### config.mk
export PLATFORM = sky130hd
export DESIGN_NAME = conv1x1_top
export DESIGN_NICKNAME = d
export VERILOG_FILES = /design/src/verilog/conv1x1_pkg.sv /design/src/verilog/conv1x1_top.sv /design/src/verilog/conv1x1_result_serializer.sv /design/src/verilog/conv1x1_controller.sv /design/src/verilog/conv1x1_mac_lane.sv /design/src/verilog/conv1x1_weight_buffer.sv /design/src/verilog/weight_fifo.sv
export SDC_FILE = /design/constraint.sdc
export NUM_CORES = 2
export LEC_CHECK = 0
export BUFFER_PORTS_ARGS = -buffer_cell sky130_fd_sc_hd__buf_2
export CAP_MARGIN = 40
export CORE_MARGIN = 2
export CORE_UTILIZATION = 45
export CTS_CLUSTER_DIAMETER = 100
export DETAILED_ROUTE_END_ITERATION = 6
export PLACE_DENSITY = 0.67
export SLEW_MARGIN = 20
export SYNTH_ARGS = -nofsm -noshare
export SYNTH_HDL_FRONTEND = slang
export SYNTH_SLANG_ARGS = --single-unit
### constraint.sdc
create_clock -name clk -period 11.85 [get_ports clk]
set_input_delay 2.37 -clock clk [delete_from_list [all_inputs] [get_ports clk]]
set_output_delay 2.37 -clock clk [all_outputs]
set_load 0.05 [all_outputs]
### src/verilog/conv1x1_pkg.sv
package conv1x1_pkg;

	////////////////////
	// Shape of the layer
	////////////////////

	// Input channels per pixel, also weights per buffer
	localparam int NUM_IN_CH = 4;

	// Output channels, one weight buffer and MAC lane each
	localparam int NUM_OUT_CH = 2;

	////////////////////
	// Word widths
	////////////////////

	// Activations and weights
	localparam int DATA_W = 16;

	// Accumulator and results, wraps modulo 2^32
	localparam int ACC_W = 32;

	////////////////////
	// Types
	////////////////////

	typedef logic signed [DATA_W-1:0] data_t;
	typedef logic signed [ACC_W-1:0] acc_t;

	// Beat index inside a pixel
	typedef logic [$clog2(NUM_IN_CH)-1:0] in_ch_t;

	// Output channel index
	typedef logic [$clog2(NUM_OUT_CH)-1:0] out_ch_t;

	// Controller states
	typedef enum logic {
		ST_LOAD,
		ST_COMPUTE
	} ctrl_state_t;

endpackage
### src/verilog/conv1x1_top.sv
`timescale 1ns/1ps

module conv1x1_top (
	input  logic                clk,
	input  logic                reset,
	input  logic                w_valid,
	output logic                w_ready,
	input  conv1x1_pkg::data_t  w_data,
	input  logic                px_valid,
	output logic                px_ready,
	input  conv1x1_pkg::data_t  px_data,
	input  logic                reload,
	output logic                out_valid,
	input  logic                out_ready,
	output conv1x1_pkg::acc_t   out_data
);

	import conv1x1_pkg::*;

	logic [NUM_OUT_CH-1:0] wbuf_wr_en;
	logic                  wbuf_rd_en;
	logic                  flush;
	logic                  mac_first;
	logic                  mac_last;
	logic                  ser_free;

	data_t                 weight [NUM_OUT_CH];
	acc_t                  lane_sum [NUM_OUT_CH];
	logic [NUM_OUT_CH-1:0] lane_sums_valid;
	logic                  sums_valid;

	// Lanes run in lockstep
	assign sums_valid = &lane_sums_valid;

	conv1x1_controller u_controller (
		.clk        (clk),
		.reset      (reset),
		.w_valid    (w_valid),
		.px_valid   (px_valid),
		.reload     (reload),
		.ser_free   (ser_free),
		.sums_valid (sums_valid),
		.w_ready    (w_ready),
		.px_ready   (px_ready),
		.wbuf_wr_en (wbuf_wr_en),
		.wbuf_rd_en (wbuf_rd_en),
		.flush      (flush),
		.mac_first  (mac_first),
		.mac_last   (mac_last)
	);

	////////////////////
	// Per output channel
	////////////////////

	for (genvar i = 0; i < NUM_OUT_CH; i++) begin : g_lane
		conv1x1_weight_buffer u_weight_buffer (
			.clk     (clk),
			.reset   (reset),
			.flush   (flush),
			.wr_en   (wbuf_wr_en[i]),
			.wr_data (w_data),
			.rd_en   (wbuf_rd_en),
			.weight  (weight[i])
		);

		conv1x1_mac_lane u_mac_lane (
			.clk        (clk),
			.reset      (reset),
			.px_data    (px_data),
			.beat_valid (wbuf_rd_en),
			.mac_first  (mac_first),
			.mac_last   (mac_last),
			.weight     (weight[i]),
			.sum        (lane_sum[i]),
			.sums_valid (lane_sums_valid[i])
		);
	end

	conv1x1_result_serializer u_result_serializer (
		.clk        (clk),
		.reset      (reset),
		.sums_valid (sums_valid),
		.sums       (lane_sum),
		.out_ready  (out_ready),
		.ser_free   (ser_free),
		.out_valid  (out_valid),
		.out_data   (out_data)
	);

endmodule

### src/verilog/conv1x1_result_serializer.sv
`timescale 1ns/1ps

module conv1x1_result_serializer (
	input  logic               clk,
	input  logic               reset,
	input  logic               sums_valid,
	input  conv1x1_pkg::acc_t  sums [conv1x1_pkg::NUM_OUT_CH],
	input  logic               out_ready,
	output logic               ser_free,
	output logic               out_valid,
	output conv1x1_pkg::acc_t  out_data
);

	import conv1x1_pkg::*;

	// One pixel worth of sums
	acc_t    bank [NUM_OUT_CH];
	out_ch_t idx;
	logic    busy;
	logic    out_fire;
	logic    last_ch;

	assign out_fire = out_valid && out_ready;
	assign last_ch  = (idx == out_ch_t'(NUM_OUT_CH-1));

	assign ser_free  = !busy;
	assign out_valid = busy;
	assign out_data  = bank[idx];

	////////////////////
	// Bank capture
	////////////////////

	// Controller only lets sums arrive when the bank is free
	always_ff @(posedge clk) begin
		if (sums_valid) begin
			for (int i = 0; i < NUM_OUT_CH; i++) begin
				bank[i] <= sums[i];
			end
		end
	end

	////////////////////
	// Output sequencing
	////////////////////

	always_ff @(posedge clk) begin
		if (reset) begin
			busy <= 1'b0;
			idx  <= '0;
		end else if (sums_valid) begin
			busy <= 1'b1;
			idx  <= '0;
		end else if (out_fire) begin
			if (last_ch) begin
				// All channels gone
				busy <= 1'b0;
				idx  <= '0;
			end else begin
				idx <= idx + 1'b1;
			end
		end
	end

endmodule

### src/verilog/conv1x1_controller.sv
`timescale 1ns/1ps

module conv1x1_controller (
	input  logic                                clk,
	input  logic                                reset,
	input  logic                                w_valid,
	input  logic                                px_valid,
	input  logic                                reload,
	input  logic                                ser_free,
	input  logic                                sums_valid,
	output logic                                w_ready,
	output logic                                px_ready,
	output logic [conv1x1_pkg::NUM_OUT_CH-1:0]  wbuf_wr_en,
	output logic                                wbuf_rd_en,
	output logic                                flush,
	output logic                                mac_first,
	output logic                                mac_last
);

	import conv1x1_pkg::*;

	localparam int OUT_W  = $bits(out_ch_t);
	localparam int LOAD_W = OUT_W + $bits(in_ch_t);

	ctrl_state_t state;

	// Upper bits pick the buffer, lower bits the weight inside it
	logic [LOAD_W-1:0] load_cnt;
	in_ch_t            beat_cnt;
	// A pixel's sums are still in the MAC pipeline
	logic              in_flight;

	logic w_fire;
	logic px_fire;
	logic last_weight;
	out_ch_t load_sel;

	////////////////////
	// Handshakes
	////////////////////

	assign w_ready = (state == ST_LOAD);
	assign w_fire  = w_valid && w_ready;

	assign mac_first = (beat_cnt == '0);
	assign mac_last  = (beat_cnt == in_ch_t'(NUM_IN_CH-1));

	// Reload only between pixels, with the pipeline drained
	assign flush = reload && (state == ST_COMPUTE) && mac_first && !in_flight;

	// Last beat waits for an empty serializer and drained lanes
	assign px_ready = (state == ST_COMPUTE) && !flush &&
			(!mac_last || (ser_free && !in_flight));
	assign px_fire    = px_valid && px_ready;
	assign wbuf_rd_en = px_fire;

	// Route load beats to their buffer
	assign load_sel    = load_cnt[LOAD_W-1 -: OUT_W];
	assign last_weight = (load_cnt == {LOAD_W{1'b1}});

	always_comb begin
		wbuf_wr_en = '0;
		wbuf_wr_en[load_sel] = w_fire;
	end

	////////////////////
	// State and counters
	////////////////////

	always_ff @(posedge clk) begin
		if (reset) begin
			state    <= ST_LOAD;
			load_cnt <= '0;
			beat_cnt <= '0;
		end else begin
			case (state)
				ST_LOAD: begin
					if (w_fire) begin
						load_cnt <= load_cnt + 1'b1;
						if (last_weight) begin
							state <= ST_COMPUTE;
						end
					end
				end
				ST_COMPUTE: begin
					if (flush) begin
						state    <= ST_LOAD;
						load_cnt <= '0;
					end else if (px_fire) begin
						beat_cnt <= mac_last ? '0 : beat_cnt + 1'b1;
					end
				end
				default: state <= ST_LOAD;
			endcase
		end
	end

	// Never set and cleared together, last beat needs it low
	always_ff @(posedge clk) begin
		if (reset) begin
			in_flight <= 1'b0;
		end else if (px_fire && mac_last) begin
			in_flight <= 1'b1;
		end else if (sums_valid) begin
			in_flight <= 1'b0;
		end
	end

endmodule

### src/verilog/conv1x1_mac_lane.sv
`timescale 1ns/1ps

module conv1x1_mac_lane (
	input  logic                clk,
	input  logic                reset,
	input  conv1x1_pkg::data_t  px_data,
	input  logic                beat_valid,
	input  logic                mac_first,
	input  logic                mac_last,
	input  conv1x1_pkg::data_t  weight,
	output conv1x1_pkg::acc_t   sum,
	output logic                sums_valid
);

	import conv1x1_pkg::*;

	////////////////////
	// Stage 1, wait for weight
	////////////////////

	data_t px_q;
	logic  valid_q1;
	logic  first_q1;
	logic  last_q1;

	always_ff @(posedge clk) begin
		if (reset) begin
			valid_q1 <= 1'b0;
			first_q1 <= 1'b0;
			last_q1  <= 1'b0;
		end else begin
			valid_q1 <= beat_valid;
			first_q1 <= beat_valid && mac_first;
			last_q1  <= beat_valid && mac_last;
		end
	end

	always_ff @(posedge clk) begin
		if (beat_valid) begin
			px_q <= px_data;
		end
	end

	////////////////////
	// Stage 2, product
	////////////////////

	acc_t prod_q;
	logic valid_q2;
	logic first_q2;
	logic last_q2;

	always_ff @(posedge clk) begin
		if (reset) begin
			valid_q2 <= 1'b0;
			first_q2 <= 1'b0;
			last_q2  <= 1'b0;
		end else begin
			valid_q2 <= valid_q1;
			first_q2 <= first_q1;
			last_q2  <= last_q1;
		end
	end

	// Sign extended operands, product wraps at ACC_W
	always_ff @(posedge clk) begin
		if (valid_q1) begin
			prod_q <= acc_t'(px_q) * acc_t'(weight);
		end
	end

	////////////////////
	// Stage 3, accumulate
	////////////////////

	acc_t acc_q;
	acc_t acc_next;

	// First beat of a pixel starts a fresh sum
	assign acc_next = first_q2 ? prod_q : acc_q + prod_q;

	always_ff @(posedge clk) begin
		if (valid_q2) begin
			acc_q <= acc_next;
		end
		if (valid_q2 && last_q2) begin
			sum <= acc_next;
		end
	end

	// One cycle pulse per finished pixel
	always_ff @(posedge clk) begin
		if (reset) begin
			sums_valid <= 1'b0;
		end else begin
			sums_valid <= valid_q2 && last_q2;
		end
	end

endmodule

### src/verilog/conv1x1_weight_buffer.sv
`timescale 1ns/1ps

module conv1x1_weight_buffer (
	input  logic                clk,
	input  logic                reset,
	input  logic                flush,
	input  logic                wr_en,
	input  conv1x1_pkg::data_t  wr_data,
	input  logic                rd_en,
	output conv1x1_pkg::data_t  weight
);

	import conv1x1_pkg::*;

	////////////////////
	// Input register
	////////////////////

	data_t in_data_q;
	logic  in_valid_q;

	// Incoming weight enters the FIFO one cycle later
	always_ff @(posedge clk) begin
		if (reset || flush) begin
			in_valid_q <= 1'b0;
		end else begin
			in_valid_q <= wr_en;
		end
	end

	always_ff @(posedge clk) begin
		if (wr_en) begin
			in_data_q <= wr_data;
		end
	end

	////////////////////
	// Recirculation
	////////////////////

	// High the cycle after a read while dout holds the read word
	logic  recirc_q;
	data_t fifo_din;
	data_t fifo_dout;
	logic  fifo_wr_en;

	always_ff @(posedge clk) begin
		if (reset || flush) begin
			recirc_q <= 1'b0;
		end else begin
			recirc_q <= rd_en;
		end
	end

	// Load and recirculation live in different controller states
	assign fifo_wr_en = in_valid_q || recirc_q;
	assign fifo_din   = recirc_q ? fifo_dout : in_data_q;

	weight_fifo #(
		.WIDTH ($bits(data_t)),
		.DEPTH (NUM_IN_CH)
	) u_weight_fifo (
		.clk   (clk),
		.reset (reset),
		.flush (flush),
		.wr_en (fifo_wr_en),
		.rd_en (rd_en),
		.din   (fifo_din),
		.dout  (fifo_dout),
		.full  (),
		.empty ()
	);

	// Word from the latest read
	assign weight = fifo_dout;

endmodule

### src/verilog/weight_fifo.sv
`timescale 1ns/1ps

module weight_fifo #(
	parameter int WIDTH = 16,
	parameter int DEPTH = 4
) (
	input  logic             clk,
	input  logic             reset,
	input  logic             flush,
	input  logic             wr_en,
	input  logic             rd_en,
	input  logic [WIDTH-1:0] din,
	output logic [WIDTH-1:0] dout,
	output logic             full,
	output logic             empty
);

	localparam int PTR_W = (DEPTH > 1) ? $clog2(DEPTH) : 1;

	// Storage
	logic [WIDTH-1:0] mem [DEPTH];

	logic [PTR_W-1:0] wr_ptr;
	logic [PTR_W-1:0] rd_ptr;
	// One extra bit so DEPTH itself fits
	logic [PTR_W:0]   count;

	logic do_wr;
	logic do_rd;

	assign full  = (count == (PTR_W+1)'(DEPTH));
	assign empty = (count == '0);

	// Writes into a full FIFO and reads from an empty one are dropped
	assign do_wr = wr_en && !full;
	assign do_rd = rd_en && !empty;

	// Pointers and occupancy
	always_ff @(posedge clk) begin
		if (reset || flush) begin
			wr_ptr <= '0;
			rd_ptr <= '0;
			count  <= '0;
		end else begin
			if (do_wr) begin
				wr_ptr <= (wr_ptr == PTR_W'(DEPTH-1)) ? '0 : wr_ptr + 1'b1;
			end
			if (do_rd) begin
				rd_ptr <= (rd_ptr == PTR_W'(DEPTH-1)) ? '0 : rd_ptr + 1'b1;
			end
			case ({do_wr, do_rd})
				2'b10:   count <= count + 1'b1;
				2'b01:   count <= count - 1'b1;
				default: count <= count;
			endcase
		end
	end

	// Data path
	always_ff @(posedge clk) begin
		if (do_wr) begin
			mem[wr_ptr] <= din;
		end
		// Read word is registered and held between reads
		if (do_rd) begin
			dout <= mem[rd_ptr];
		end
	end

endmodule

==> metrics list <==
- Worst Setup Start Kind: flop
- The first global-routing pass estimated ~140,000 um of wire.
* Number of DRC markers in iteration 0: about 1,400
* Pin slew with the least headroom to its limit: 0.8774 ns
- Across all layers, the routed design uses between 20,000 and 25,000 vias.
* Clock Skew: about 0.017 ns
- Using the TritonRoute via totals, the vias-per-cell ratio works out to between 5 and 6.
* Min-delay worst type: reg -> reg
* Family of cells with the greatest summed delay on the critical path: adder cells
- After synthesis, the share of flip-flops with an asynchronous set or reset is 0.
* Highest clock rate: ~140 MHz
- The final layout contains routed wiring with a total length of approximately 87,000 um.
- Entering global routing, the biggest net connects between 70 and 80 pins.
- Met1 routing resource usage after global routing: 0.2822
- CP Cell Sequence: nand2_1 -> inv_1 -> fa_1 -> fa_1 -> fa_1 -> fa_1 -> fa_1 -> inv_1 -> fa_1 -> inv_1 -> ha_1 -> nand2_1 -> nor2_1 -> and2_1 -> o21ai_0 -> o21ai_0 -> a31oi_1 -> o2111ai_1 -> a21oi_1 -> xnor2_1
- Max-cap violations in this run came to 0.
- The library cell used most frequently in the layout, excluding fill and tap cells, is sky130_fd_sc_hd__inv_1.
* Flops & latches, synth: between 400 and 500
- Worst-Skew Late Latency: roughly 0.60 ns
- DIE HEIGHT: about 300 um
* Area Overhead vs Synth: 8.952%
* Final worst path period need: approximately 7 ns
* Final setup violation count: 0
- For the worst setup path, the data required time is ~12 ns.
- Measured against its own limit, the worst slew margin works out to 0.4150.
- Setup repair after global routing left no endpoint under its margin.
* Fin. Hold Viols: 0
- Via count of the first global-routing pass: 25,141
- Worst hold slack across all endpoints: roughly 0.42 ns
* Count of input and output buffers: 72
* Max H-tree Level: 2
- CTS tree: built
* Inserted Clock Buffers: 50
* Kind of end point of the critical path: flop
- Summing every instance area after synthesis gives roughly 0.04 mm^2.
- Number of max-slew violations in the final report: 0
* Core footprint: a little under 0.09 mm^2
* Gate count after technology mapping: 3,445
* Number of remaining DRC errors: 20
* Cts hold-fix bufs: 0
* Net count of the mapped netlist: roughly 4,300
- The die covers roughly 0.092 mm^2.
* Sum of negative setup slack: 0 ns
- Largest incremental delay on the critical path: slightly below 1 ns
- At the end of routability-driven placement, the weighted congestion stood at approximately 0.86.
- In the global route stage, met2 resource usage came out at 0.3101.
- At the end of the flow, the number of nets in the layout was 4,301.
- Post-CTS Resized: 0
- Cell repeated most along the worst path: sky130_fd_sc_hd__fa_1
- Leak Pwr: 18.70 nW
- Proportion of synthesized chip area in sequential cells: 0.3636
- Longest Clk Path Bufs: 3
- Largest driver fanout on the critical path: 17
- Clock tree synthesis selected as its root buffer the cell sky130_fd_sc_hd__clkbuf_16.
* CTS sink cnt: around 500
- Half-perimeter wire length after placement: 65,960 um
- Core occupancy in the finished layout: 0.4948
- For this run, the number of Yosys warnings is 0.
* FP Rows: 109
* Layout cells sized above 1: 0.09341
- Across every metal layer, demand over resource in global routing totals 0.1949.
- The initial antenna violation count is 1.
* Cell Pwr Density: around 80 mW/mm^2
* Total global routing overflow: 0
* Prevailing post-synth register cell: sky130_fd_sc_hd__edfxtp_1
* VDD IR-drop max: 129.6 uV
* Layer with the highest usage after global routing: met2
- The initial utilization of the core area, before any placement, comes to 0.4541.
- Once layout is done, the placed cells without fillers occupy ~0.044 mm^2.
- Cell type of the slowest stage on the worst timing path: sky130_fd_sc_hd__fa_1
- Most frequent cells in the layout: sky130_fd_sc_hd__inv_1 (608), sky130_fd_sc_hd__fa_1 (528), sky130_fd_sc_hd__edfxtp_1 (464), sky130_fd_sc_hd__nand2_1 (341), sky130_fd_sc_hd__and2_1 (266)
- Die extent in x: slightly above 300 um
- Clock-pin slew was measured on the worst setup and hold paths at approximately 0.06 ns.
- First-pass iteration count of the detailed router: 7
- Yosys mapped a number of flops with a built-in enable equal to approximately 460.
* Average detailed-routed wire length per instance: 18.52 um
- I/O pin total: 73
- Violated checks: design-rule violations
- Post-CTS setup buffer count: 0
* Part of the cycle the worst path needs: 0.5878
* Average footprint of a synthesized cell: roughly 12 um^2
- The setup path with the least slack is of type reg -> reg.
- The flow ran to the end, but the final reports show violations.
- In this run the cell area measured after placement is about 0.042 mm^2.
- Unique cell type count in the Yosys netlist: between 70 and 80
* Antenna-violating nets left: 0
* Met3 routing resource usage after global routing: 0.02649
- STA puts the critical path data arrival time at approximately 7.3 ns.
- WP buf/inv: 3
==> per-layer routing <==
layer | part of all wire | wire length (um)
met5 | 0 | 0
met4 | 0.025 | 2155
met3 | 0.059 | 5106
met2 | 0.46 | 40160
met1 | 0.46 | 39600
==> worst paths after layout <==
check,start,to,slack (ns),cells after the start
worst max-delay path,g_lane[1].u_weight_buffer.u_weight_fifo.dout[1]$_DFFE_PP_,g_lane[1].u_mac_lane.prod_q[31]$_DFFE_PP_,4.89,20
worst min register to register,g_lane[1].u_mac_lane.sum[4]$_DFFE_PP_,u_result_serializer.bank[1][4]$_DFFE_PP_,0.42,0
worst max register to register,g_lane[1].u_weight_buffer.u_weight_fifo.dout[1]$_DFFE_PP_,g_lane[1].u_mac_lane.prod_q[31]$_DFFE_PP_,4.89,20
worst min-delay path,g_lane[1].u_mac_lane.sum[4]$_DFFE_PP_,u_result_serializer.bank[1][4]$_DFFE_PP_,0.42,0
==> synth_stat cells (51+ instances only) <==
cell type	n	area share
sky130_fd_sc_hd__inv_1	608	0.057
sky130_fd_sc_hd__and2_1	267	0.042
sky130_fd_sc_hd__clkbuf_1	115	0.011
sky130_fd_sc_hd__edfxtp_1	464	0.35
sky130_fd_sc_hd__mux2_2	67	0.019
sky130_fd_sc_hd__nand2_1	341	0.032
sky130_fd_sc_hd__xor2_1	51	0.011
sky130_fd_sc_hd__a21o_1	64	0.012
sky130_fd_sc_hd__ha_1	242	0.075
sky130_fd_sc_hd__a21oi_1	95	0.012
sky130_fd_sc_hd__xnor2_1	78	0.017
sky130_fd_sc_hd__o21ai_0	106	0.013
sky130_fd_sc_hd__nor2_1	100	0.0093
sky130_fd_sc_hd__fa_1	528	0.26
==> registers in the layout, summed over array words and instances (netlist names), 2 cells and up, named ones only <==
| register | count |
|---|---|
| g_lane.u_weight_buffer.u_weight_fifo.count | 6 |
| g_lane.u_mac_lane.px_q | 16 |
| g_lane.u_weight_buffer.u_weight_fifo.wr_ptr | 4 |
| g_lane.u_weight_buffer.in_data_q | 32 |
| g_lane.u_weight_buffer.in_valid_q | 2 |
| g_lane.u_mac_lane.sum | 64 |
| g_lane.u_weight_buffer.u_weight_fifo.mem | 128 |
| u_controller.beat_cnt | 2 |
| u_result_serializer.bank | 64 |
| u_controller.load_cnt | 3 |
| g_lane.u_mac_lane.prod_q | 64 |
| g_lane.u_weight_buffer.u_weight_fifo.rd_ptr | 4 |
| g_lane.u_weight_buffer.u_weight_fifo.dout | 32 |
| g_lane.u_mac_lane.acc_q | 64 |
==> where the power goes <==
part	switching (mW)	internal, mW	leakage (nW)	total [mW]
clock network	0.685	0.959	0.834	1.64
registers	0.00397	1.91	4.46	1.92
logic	0.0239	0.0168	13.4	0.0407
==> stage by stage <==
stage	setup slack, ns	total power [mW]	cells
2_1_floorplan	5.533	1.974	3445
3_3_place_gp	5.035	1.992	4587
3_5_place_dp	4.947	1.993	4600
4_1_cts	4.937	3.631	4692
5_1_grt	4.481	3.699	4698
6_report	4.885	3.600	4699
==> cell type report <==
class | instances | area (um^2)
Antenna cell | 1 | 2.502
Clock buffer | 56 | 1284
Timing Repair Buffer | 119 | 885.9
Multi-Input combinational cell | 2216 | 22840
Fill cell | 7797 | 44720
Inverter | 608 | 2282
Tap cell | 1165 | 1458
Clock inverter | 36 | 420.4
Sequential cell | 498 | 14620
==> cell families (layout without fill, tap and decap cells) <==
kind of cell | count (synthesis) | count (layout) | share of synthesized area
DFF | 498 | 498 | 0.3636
adders and majority gates | 770 | 770 | 0.3383
other | 0 | 1 | 0
AOI/OAI and AO/OA | 381 | 381 | 0.06151
xor gates and xnor gates | 129 | 129 | 0.02811
and+or+nand+nor | 826 | 826 | 0.1008
muxes | 110 | 110 | 0.03944
buffers and inverters | 731 | 819 | 0.06829
No activity file was read; power rests on OpenSTA's default activity.
